[src/umi_pkg.sv]
// UMI packet layout, request and response opcodes, address group constants
package umi_pkg;

   // ########################################################################
   // Widths
   // ########################################################################
   localparam int UMI_AW = 64;                          // Address width
   localparam int UMI_DW = 64;                          // Data carried per packet

   // Request opcodes
   localparam logic [4:0] UMI_REQ_READ    = 5'd1;
   localparam logic [4:0] UMI_REQ_WRITE   = 5'd3;       // Acknowledged write
   localparam logic [4:0] UMI_REQ_POSTED  = 5'd5;       // Write, no response
   localparam logic [4:0] UMI_REQ_RDMA    = 5'd7;       // Dropped by bridge
   localparam logic [4:0] UMI_REQ_ATOMIC  = 5'd9;       // Dropped by bridge

   // Response opcodes
   localparam logic [4:0] UMI_RESP_READ   = 5'd2;
   localparam logic [4:0] UMI_RESP_WRITE  = 5'd4;

   localparam logic [2:0] UMI_SIZE_WORD   = 3'd2;       // 2**2 = 4 bytes
   localparam logic [1:0] UMI_ERR_SLV     = 2'b10;      // Target slave error

   // Address group check on dstaddr
   localparam int                    UMI_GRP_OFFSET = 24;
   localparam int                    UMI_GRP_AW     = 8;
   localparam logic [UMI_GRP_AW-1:0] UMI_GRP_ID     = 8'h5A;

   // ########################################################################
   // Packet types
   // ########################################################################
   typedef struct packed {
      logic [4:0] opcode;
      logic [2:0] size;                                 // log2 of bytes
      logic [7:0] len;                                  // Beats minus one
      logic [7:0] atype;
      logic [1:0] prot;
      logic [1:0] err;
      logic       eom;
      logic       eof;
      logic [1:0] hostid;
   } umi_cmd_t;

   typedef struct packed {
      umi_cmd_t          cmd;
      logic [UMI_AW-1:0] dstaddr;
      logic [UMI_AW-1:0] srcaddr;
      logic [UMI_DW-1:0] data;
   } umi_pkt_t;                                         // Requests and responses

endpackage

[src/apb_pkg.sv]
// APB request and response bundles and register file address map
package apb_pkg;

   localparam int APB_AW    = 32;                       // Address width
   localparam int APB_RW    = 32;                       // Register width
   localparam int APB_NREGS = 16;                       // Register count
   localparam int APB_IDX_W = $clog2(APB_NREGS);        // Word index width

   // First unmapped byte address
   localparam logic [APB_AW-1:0] APB_MAP_BYTES = APB_NREGS * (APB_RW / 8);

   typedef struct packed {
      logic                  sel;
      logic                  enable;                    // High in access phase
      logic                  write;                     // 0 read, 1 write
      logic [APB_AW-1:0]     addr;                      // Byte address
      logic [APB_RW-1:0]     wdata;
      logic [APB_RW/8-1:0]   strb;                      // Byte lanes
      logic [2:0]            prot;
   } apb_req_t;

   typedef struct packed {
      logic                  ready;
      logic [APB_RW-1:0]     rdata;                     // Valid with ready
      logic                  slverr;                    // Valid with ready
   } apb_resp_t;

endpackage

[src/umi_cmd_decode.sv]
// UMI request classifier with word size, alignment and address group checks
`timescale 1ns/1ps

module umi_cmd_decode import umi_pkg::*; (
   input  umi_cmd_t          cmd,
   input  logic [UMI_AW-1:0] dstaddr,
   output logic              is_read,
   output logic              is_write,
   output logic              is_posted,
   output logic              supported
);

   logic known;                                         // One of the handled opcodes
   logic word_access;
   logic aligned;
   logic group_match;

   // ########################################################################
   // Opcode classification
   // ########################################################################
   always_comb begin
      is_read   = 1'b0;
      is_write  = 1'b0;
      is_posted = 1'b0;
      case (cmd.opcode)
         UMI_REQ_READ:   is_read   = 1'b1;
         UMI_REQ_WRITE:  is_write  = 1'b1;
         UMI_REQ_POSTED: is_posted = 1'b1;
         UMI_REQ_RDMA,
         UMI_REQ_ATOMIC: ;                              // No APB mapping
         default: ;                                     // Link, responses, unknown
      endcase
   end

   // ########################################################################
   // Access checks
   // ########################################################################
   assign known       = is_read | is_write | is_posted;
   assign word_access = (cmd.size == UMI_SIZE_WORD);    // Single 32-bit word only
   assign aligned     = (dstaddr[1:0] == 2'b00);        // Natural word alignment
   assign group_match = (dstaddr[UMI_GRP_OFFSET +: UMI_GRP_AW] == UMI_GRP_ID);

   // Anything else is accepted and dropped by the bridge
   assign supported = known & word_access & aligned & group_match;

endmodule

[src/umi_apb_bridge.sv]
// UMI to APB bridge, one APB transfer per request with a response packet on completion
`timescale 1ns/1ps

module umi_apb_bridge import umi_pkg::*, apb_pkg::*; (
   input  logic      clk,
   input  logic      nreset,
   // UMI request
   input  logic      req_valid,
   input  umi_pkt_t  req,
   output logic      req_ready,
   // UMI response
   output logic      resp_valid,
   output umi_pkt_t  resp,
   input  logic      resp_ready,
   // APB requester
   output apb_req_t  apb_req,
   input  apb_resp_t apb_resp
);

   // Captured request
   umi_cmd_t          cmd_r;
   logic [UMI_AW-1:0] dstaddr_r;
   logic [UMI_AW-1:0] srcaddr_r;
   logic [APB_RW-1:0] wdata_r;                          // Low data word only

   umi_pkt_t          resp_r;                           // Response held until taken
   umi_cmd_t          resp_cmd;
   logic              enable_r;                         // APB access phase
   logic              resp_valid_r;

   logic              accept;                           // UMI handshake this cycle
   logic              start;                            // Accepted and supported
   logic              done;                             // APB transfer completes
   umi_cmd_t          cur_cmd;
   logic [UMI_AW-1:0] cur_dstaddr;

   logic              is_read;
   logic              is_write;
   logic              is_posted;
   logic              supported;

   // ########################################################################
   // Request side
   // ########################################################################
   assign req_ready = ~enable_r & ~resp_valid_r;        // One transaction in flight
   assign accept    = req_valid & req_ready;
   assign start     = accept & supported;
   assign done      = enable_r & apb_resp.ready;

   // Live request in the setup cycle, captured one afterwards
   assign cur_cmd     = accept ? req.cmd : cmd_r;
   assign cur_dstaddr = accept ? req.dstaddr : dstaddr_r;

   umi_cmd_decode decode_i (
      .cmd       (cur_cmd),
      .dstaddr   (cur_dstaddr),
      .is_read   (is_read),
      .is_write  (is_write),
      .is_posted (is_posted),
      .supported (supported)
   );

   always_ff @(posedge clk) begin
      if (start) begin
         cmd_r     <= req.cmd;
         dstaddr_r <= req.dstaddr;
         srcaddr_r <= req.srcaddr;
         wdata_r   <= req.data[APB_RW-1:0];
      end
   end

   // ########################################################################
   // APB sequencing
   // ########################################################################
   always_ff @(posedge clk or negedge nreset) begin
      if (!nreset) begin
         enable_r <= 1'b0;
      end else if (start) begin
         enable_r <= 1'b1;                              // Access phase next cycle
      end else if (done) begin
         enable_r <= 1'b0;
      end
   end

   always_comb begin
      apb_req.sel    = start | enable_r;                // Setup driven in accept cycle
      apb_req.enable = enable_r;
      apb_req.write  = is_write | is_posted;
      apb_req.addr   = APB_AW'(cur_dstaddr[UMI_GRP_OFFSET-1:0]);  // Offset below group
      apb_req.wdata  = accept ? req.data[APB_RW-1:0] : wdata_r;
      apb_req.strb   = '1;                              // Full word writes only
      apb_req.prot   = {1'b0, cur_cmd.prot};
   end

   // ########################################################################
   // Response side
   // ########################################################################
   always_comb begin
      resp_cmd        = cmd_r;                          // Keeps len, atype, prot, hostid
      resp_cmd.opcode = is_read ? UMI_RESP_READ : UMI_RESP_WRITE;
      resp_cmd.err    = apb_resp.slverr ? UMI_ERR_SLV : 2'b00;
   end

   always_ff @(posedge clk) begin
      if (done) begin
         resp_r.cmd     <= resp_cmd;
         resp_r.dstaddr <= srcaddr_r;                   // Back to the requester
         resp_r.srcaddr <= dstaddr_r;
         resp_r.data    <= {{(UMI_DW - APB_RW){1'b0}}, apb_resp.rdata};
      end
   end

   // Posted writes finish on done without a response
   always_ff @(posedge clk or negedge nreset) begin
      if (!nreset) begin
         resp_valid_r <= 1'b0;
      end else if (done & ~is_posted) begin
         resp_valid_r <= 1'b1;
      end else if (resp_valid_r & resp_ready) begin
         resp_valid_r <= 1'b0;
      end
   end

   assign resp_valid = resp_valid_r;
   assign resp       = resp_r;

endmodule

[src/apb_regfile.sv]
// APB register file target, sixteen words with one read wait state and unmapped error
`timescale 1ns/1ps

module apb_regfile import apb_pkg::*; (
   input  logic      clk,
   input  logic      nreset,
   input  apb_req_t  apb_req,
   output apb_resp_t apb_resp
);

   logic [APB_RW-1:0]    regs [APB_NREGS];
   logic [APB_IDX_W-1:0] idx;                           // Word index
   logic                 mapped;                        // Address inside the file
   logic                 access;                        // Access phase
   logic                 wait_r;                        // Read wait state done

   assign idx    = apb_req.addr[APB_IDX_W+1:2];
   assign mapped = (apb_req.addr < APB_MAP_BYTES);
   assign access = apb_req.sel & apb_req.enable;

   // ########################################################################
   // Read wait state
   // ########################################################################
   always_ff @(posedge clk or negedge nreset) begin
      if (!nreset) begin
         wait_r <= 1'b0;
      end else begin
         wait_r <= access & ~apb_req.write & mapped & ~wait_r;  // One cycle pulse
      end
   end

   // Writes and errors answer at once, reads after the wait
   always_comb begin
      apb_resp.ready  = access & (apb_req.write | ~mapped | wait_r);
      apb_resp.slverr = access & ~mapped;
      apb_resp.rdata  = '0;                             // Zero on writes and errors
      if (access & ~apb_req.write & mapped) begin
         apb_resp.rdata = regs[idx];
      end
   end

   // ########################################################################
   // Register storage
   // ########################################################################
   always_ff @(posedge clk or negedge nreset) begin
      if (!nreset) begin
         for (int i = 0; i < APB_NREGS; i++) begin
            regs[i] <= '0;
         end
      end else if (access & apb_req.write & mapped) begin
         for (int b = 0; b < APB_RW / 8; b++) begin
            if (apb_req.strb[b]) begin
               regs[idx][b*8 +: 8] <= apb_req.wdata[b*8 +: 8];  // Byte lane
            end
         end
      end
   end

endmodule

[src/umi_apb_top.sv]
// UMI to APB subsystem, bridge driving the register file target
`timescale 1ns/1ps

module umi_apb_top import umi_pkg::*, apb_pkg::*; (
   input  logic     clk,
   input  logic     nreset,
   // UMI request
   input  logic     req_valid,
   input  umi_pkt_t req,
   output logic     req_ready,
   // UMI response
   output logic     resp_valid,
   output umi_pkt_t resp,
   input  logic     resp_ready
);

   apb_req_t  apb_req;                                  // Bridge to target
   apb_resp_t apb_resp;                                 // Target to bridge

   umi_apb_bridge bridge_i (
      .clk        (clk),
      .nreset     (nreset),
      .req_valid  (req_valid),
      .req        (req),
      .req_ready  (req_ready),
      .resp_valid (resp_valid),
      .resp       (resp),
      .resp_ready (resp_ready),
      .apb_req    (apb_req),
      .apb_resp   (apb_resp)
   );

   apb_regfile regfile_i (
      .clk      (clk),
      .nreset   (nreset),
      .apb_req  (apb_req),
      .apb_resp (apb_resp)
   );

endmodule

[config.mk]
export PLATFORM = sky130hd
export DESIGN_NAME = umi_apb_top
export DESIGN_NICKNAME = d
export VERILOG_FILES = /design/src/umi_pkg.sv /design/src/apb_pkg.sv /design/src/umi_cmd_decode.sv /design/src/umi_apb_bridge.sv /design/src/apb_regfile.sv /design/src/umi_apb_top.sv
export SDC_FILE = /design/constraint.sdc
export NUM_CORES = 1
export LEC_CHECK = 0
export ABC_AREA = 0
export BUFFER_PORTS_ARGS = -buffer_cell sky130_fd_sc_hd__buf_2
export CAP_MARGIN = 20
export CELL_PAD_IN_SITES_DETAIL_PLACEMENT = 1
export CELL_PAD_IN_SITES_GLOBAL_PLACEMENT = 1
export CORE_ASPECT_RATIO = 0.7
export CORE_MARGIN = 4
export CORE_UTILIZATION = 50
export CTS_BUF_LIST = sky130_fd_sc_hd__clkbuf_16
export CTS_CLUSTER_SIZE = 28
export DETAILED_ROUTE_END_ITERATION = 10
export GPL_ROUTABILITY_DRIVEN = 0
export GPL_TIMING_DRIVEN = 0
export PLACE_DENSITY_LB_ADDON = 0.08
export SETUP_SLACK_MARGIN = 0.2
export SLEW_MARGIN = 15
export SYNTH_ARGS = -nofsm -noshare
export SYNTH_HDL_FRONTEND = slang
export SYNTH_HIERARCHICAL = 1
export SYNTH_SLANG_ARGS = --single-unit
[constraint.sdc]
create_clock -name clk -period 11.5 [get_ports clk]
set_input_delay 0.575 -clock clk [delete_from_list [all_inputs] [get_ports clk]]
set_output_delay 0.575 -clock clk [all_outputs]
set_load 0.005 [all_outputs]
Word level (Yosys, flattened, before mapping)
Cells that the tools add are included.
{"block": "classes", "magnitude_cmp": 3, "n_eq_ne": 5, "mux": 30, "n_bitwise": 30, "n_reduce_logical": 4}
{"operator": "bitwise mux 512 bit", "n": 4}
{"operator": "two-way mux 512 bit", "n": 3}
{"operator": "demux 32 bit (select 4 bit)", "n": 4}
{"operator": "two-way mux 32 bit", "n": 6}
{"operator": "binary-select mux 32 bit (select 4 bit)", "n": 1}
{"operator": "< comparator 24 x 7 -> 1 bit, second input constant", "n": 1}
{"operator": "two-way mux 24 bit", "n": 1}
{"operator": "bitwise AND 1 bit", "n": 17}
{"operator": "two-way mux 16 bit", "n": 1}
{"operator": "equality test 8 x 7 -> 1 bit, second input constant", "n": 1}
{"operator": "two-way mux 8 bit", "n": 1}
{"operator": "two-way mux 1 bit", "n": 7}
{"operator": "inverter 1 bit", "n": 6}
{"operator": "bitwise OR 1 bit", "n": 6}
{"operator": "equality test 5 x 1 -> 1 bit, second input constant", "n": 1}
{"operator": "equality test 5 x 2 -> 1 bit, second input constant", "n": 1}
{"operator": "equality test 5 x 3 -> 1 bit, second input constant", "n": 1}
{"operator": "greater-or-equal comparator 5 bit, second input constant", "n": 1}
{"operator": "< comparator 5 x 1 -> 1 bit, second input constant", "n": 1}
{"operator": "inverter 4 -> 5 bit", "n": 1}
{"operator": "nonzero test 2 bit", "n": 2}
{"operator": "equality test 3 x 2 -> 1 bit, second input constant", "n": 1}
{"operator": "two-way mux 3 bit", "n": 1}
{"operator": "logical NOT 2 bit", "n": 1}
{"operator": "2 further kinds", "n": 2}
{"block": "word_totals", "regBits": 899, "input_bits": 228, "output_inout_bits": 226, "word_cells": 115}

Depth between registers and ports, before layout
{"block": "depth", "ltp_word": 22, "ltp_mapped": 15}

Cells and area by module
The synthesis kept the hierarchy.
{"module": "apb_regfile", "instances": 1, "cells_each": 1461, "area_each_um2": 24145.7, "seq_area_each_um2": 12837.3}
{"module": "umi_apb_bridge", "instances": 1, "cells_each": 614, "area_each_um2": 13713.2, "seq_area_each_um2": 11461.0}
{"module": "umi_cmd_decode", "instances": 1, "cells_each": 12, "area_each_um2": 82.6, "seq_area_each_um2": 0.0}

Worst setup path before layout
No wires, ideal clock.
{"block": "synth_timing", "kind": "input to register", "start": "input req_valid", "end": "register bridge_i/cmd_r[0] (netlist bit) (enable)", "setup_time_ps": 747, "arrival_time_ps": 10010, "t_required_ps": 10753, "slack_ps": 743, "stages": 9, "cell_sequence": "nor3b_2 buf_6 buf_6 mux2_2 nor4b_2 nand2_1 nor4_2 nand3b_1 nor2_1"}
{"block": "synth_between", "elab_cells_between_ends": 18, "classes_between": "eq/ne: 5; mux: 5; bitwise: 7; reduce/logical: 1"}
{"element": "from (decl)", "line": "umi_apb_top.sv:8", "text": "input logic req_valid,"}
{"element": "bitwise AND 1 bit", "line": "umi_apb_bridge.sv:46", "text": "assign accept = req_valid & req_ready;"}
{"element": "two-way mux 32 bit", "line": "umi_apb_bridge.sv:52", "text": "assign cur_dstaddr = accept ? req.dstaddr : dstaddr_r;"}
{"element": "via bridge_i.cur_dstaddr[1]", "line": "umi_apb_bridge.sv:35", "text": "logic [UMI_AW-1:0] cur_dstaddr;"}
{"element": "logical NOT 2 bit", "line": "umi_cmd_decode.sv:40", "text": "assign aligned = (dstaddr[1:0] == 2'b00);"}
{"element": "bitwise AND 1 bit (2 in a row)", "line": "umi_cmd_decode.sv:44", "text": "assign supported = known & word_access & aligned & group_match;"}
{"element": "via bridge_i.supported", "line": "umi_apb_bridge.sv:40", "text": "logic supported;"}
{"element": "bitwise AND 1 bit", "line": "umi_apb_bridge.sv:47", "text": "assign start = accept & supported;"}
{"element": "via bridge_i.start", "line": "umi_apb_bridge.sv:32", "text": "logic start;"}
{"element": "to (signal assigned)", "line": "umi_apb_bridge.sv:65", "text": "cmd_r <= req.cmd;"}
{"element": "to (decl)", "line": "umi_apb_bridge.sv:21", "text": "umi_cmd_t cmd_r;"}
The timed path passes the listed nets, and every way through them passes these cells.
A chain may end at the register's enable or synchronous reset.

==> flow_summary_export.csv <==
group,metric,value,unit
run_status,status,"complete, no violations",
place,place_ws,6240,ps
sta,slew_viol_final,0,
final_layout,final_cells,3610,
sta,setup_viol,0,
drt,vias_per_cell,5.85,
clock_network,clkLatencyLatePin,660,ps
worst_setup_path,worstPathRequired,12030,ps
clock_network,cts.repair.resized,0,
final_layout,final_area,43800,µm²
place,dp_hpwl,73800,µm
worst_setup_path,cp_cell_sequence,"nor3b_2 -> buf_6 -> buf_6 -> mux2_2 -> nor4b_2 -> nand2_1 -> nor4_2 -> nand3b_1 -> nand2b_1 -> and3_1 -> clkbuf_1 -> nand2_1 -> buf_4 -> nor4_4 -> mux2_2",
drt,postRouteAntennaNets,0,
floorplanning,row_count,83,
worst_setup_path,arrival,5740,ps
worst_setup_path,worstSetupPathType,"reg -> reg",
floorplanning,coreArea,73500,µm²
global_routing,grt_pass1_vias,22800,
sta,hold_violations,0,
worst_hold_path,hold_path_class,"in -> reg",
sta,relSlewSlack,16.7,%
place,dpl_cell_area,41000,µm²
sta,fmax,192,MHz
sta,timing.final.crit_share,45.3,%
clock_network,cts-root-buf,"clkbuf_16",
sta,skew,25.1,ps
worst_setup_path,critPathMaxStageDelay,960,ps
clock_network,clk_pin_slew_worst_paths,70,ps
worst_setup_path,cp-start-kind,"register",
drt,routed_wl,109000,µm
floorplanning,die_w,334,µm
worst_setup_path,end_kind,"register",
clock_network,clockBufferDepth,3,
logic_synthesis,syn-cell-area,37200,µm²
floorplanning,die_h,236,µm
logic_synthesis,synth_warnings,6,
drt,first_pass_iters,5,
floorplanning,dieArea,78900,µm²
place,io_buffers,383,
flow_run,cap_violations,0,
power,power.leakage,19.8,nW
clock_network,cts_tree,"built",
global_routing,grt_max_degree,108,
floorplanning,ios,454,
worst_setup_path,crit_fanout,10,
power,vdd_ir_drop_max,102,µV
logic_synthesis,syn_inst,2021,
floorplanning,start_util,50.6,%
global_routing,grt_pass1_wl,159000,µm
sta,period_minus_slack,5210,ps
global_routing,grt_use_total,27.9,%
sta,rsz0062_at_grt,"false",
drt,drc,0,
sta,timing.setup.tns,0,ps
clock_network,clock_sinks,893,
place,dp_cells,3446,
clock_network,cts_buffers,86,
final_layout,syn2layout_area_growth,17.8,%
clock_network,post_cts_buffers,0,
global_routing,overflow,0,
worst_setup_path,slowest_stage,"nor4_4",
drt,avgRoutedWirePerCell,30.2,µm
final_layout,fin_nets,2789,
sta,layout_setup_ws,6290,ps
logic_synthesis,syn_area_per_cell,18.4,µm²
power,power.density,146,nW/µm²
drt,drt_iter0_drc,1461,
sta,worst_pin_slew,1250,ps
drt,route.vias.total,21100,
final_layout,drive_gt1_share,54.4,%
clock_network,cts_max_level,3,
global_routing,antenna_found_initial,3,
[sequential cells by signal (all words and copies together), names as in the netlist]
register,flops
bridge_i/cmd_r,30
bridge_i/wdata_r,32
bridge_i/srcaddr_r,64
regfile_i/wait_r,1
bridge_i/resp,188
regfile_i/regs,512
bridge_i/resp_valid,1
bridge_i/enable_r,1
bridge_i/dstaddr_r,64
[worst paths after layout]
check	startpoint	end	slack, ps	depth (start not counted)
max in group asynchronous	nreset	regfile_i/regs[506]	9670	4
worst min register to register	bridge_i/cmd_r[18]	bridge_i/resp[210]	410	0
worst max register to register	bridge_i/enable_r	regfile_i/regs[320]	6290	15
min in group asynchronous	nreset	regfile_i/regs[448]	460	2
worst max-delay path	bridge_i/enable_r	regfile_i/regs[320]	6290	15
worst min-delay path	req[200]	bridge_i/cmd_r[8]	90	1
[area by class of cell]
type	instances	area, µm²
inverter	7	33.8
multi-input combinational	985	12000
antenna	3	7.51
buffer	182	1100
tap	977	1220
clock inverter	64	430
clock buffer	93	2330
timing repair buffer	406	2410
fill	6624	29700
sequential	893	24200
[cell usage in the layout (no fill, tap or decap), drive strengths merged, types with 2 or more instances in the layout]
| master | instances |
|---|---|
| mux2 | 584 |
| buf | 522 |
| dfrtp | 515 |
| edfxtp | 378 |
| clkbuf | 158 |
| mux4 | 128 |
| nor4 | 71 |
| a22oi | 64 |
| conb | 48 |
| inv | 39 |
| a21oi | 33 |
| clkinv | 26 |
| nand2 | 20 |
| nor2 | 10 |
| nand3 | 6 |
| bufinv | 5 |
| nor2b | 4 |
| diode | 3 |
| nor3b | 3 |
| nor4b | 2 |
[where the power goes]
part | leakage, nW | internal [mW] | switching [mW]
registers | 10.7 | 3.31 | 0.00000643
logic | 7.60 | 0.0908 | 0.178
clock network | 1.48 | 1.57 | 1.23
[stage by stage]
step / hold slack [ps] / util (%) / total power [mW]
2_1_floorplan: 279 / - / 3.49
3_3_place_gp: 400 / 55.1 / 3.62
3_5_place_dp: 405 / 55.7 / 3.64
4_1_cts: 48.8 / 59.5 / 6.44
5_1_grt: 52.4 / 59.5 / 6.61
6_report: 85.9 / 59.6 / 6.38
[what timing repair did]
action,in CTS,in global routing
hold buffers,1,0
setup endpoints to repair,0,0
endpoints found under the hold margin,54,0
[routing by layer]
metal	GRT usage, %	vias up	share of wire, %	routed length (µm)
li1	-	8787	-	-
met2	45.7	577	50	54300
met4	7.40	0	2.5	2690
met1	38.6	11600	43	46700
met5	0	-	0	0
met3	5.43	157	5.0	5470
[critical path, delay by kind of cell (launching register included)]
kind / cells / cell delay (ps)
muxes: 2 / 790
DFF: 1 / 490
and+or+nand+nor: 9 / 2760
buffers and inverters: 4 / 1030
(Power assumes the default switching activity.)
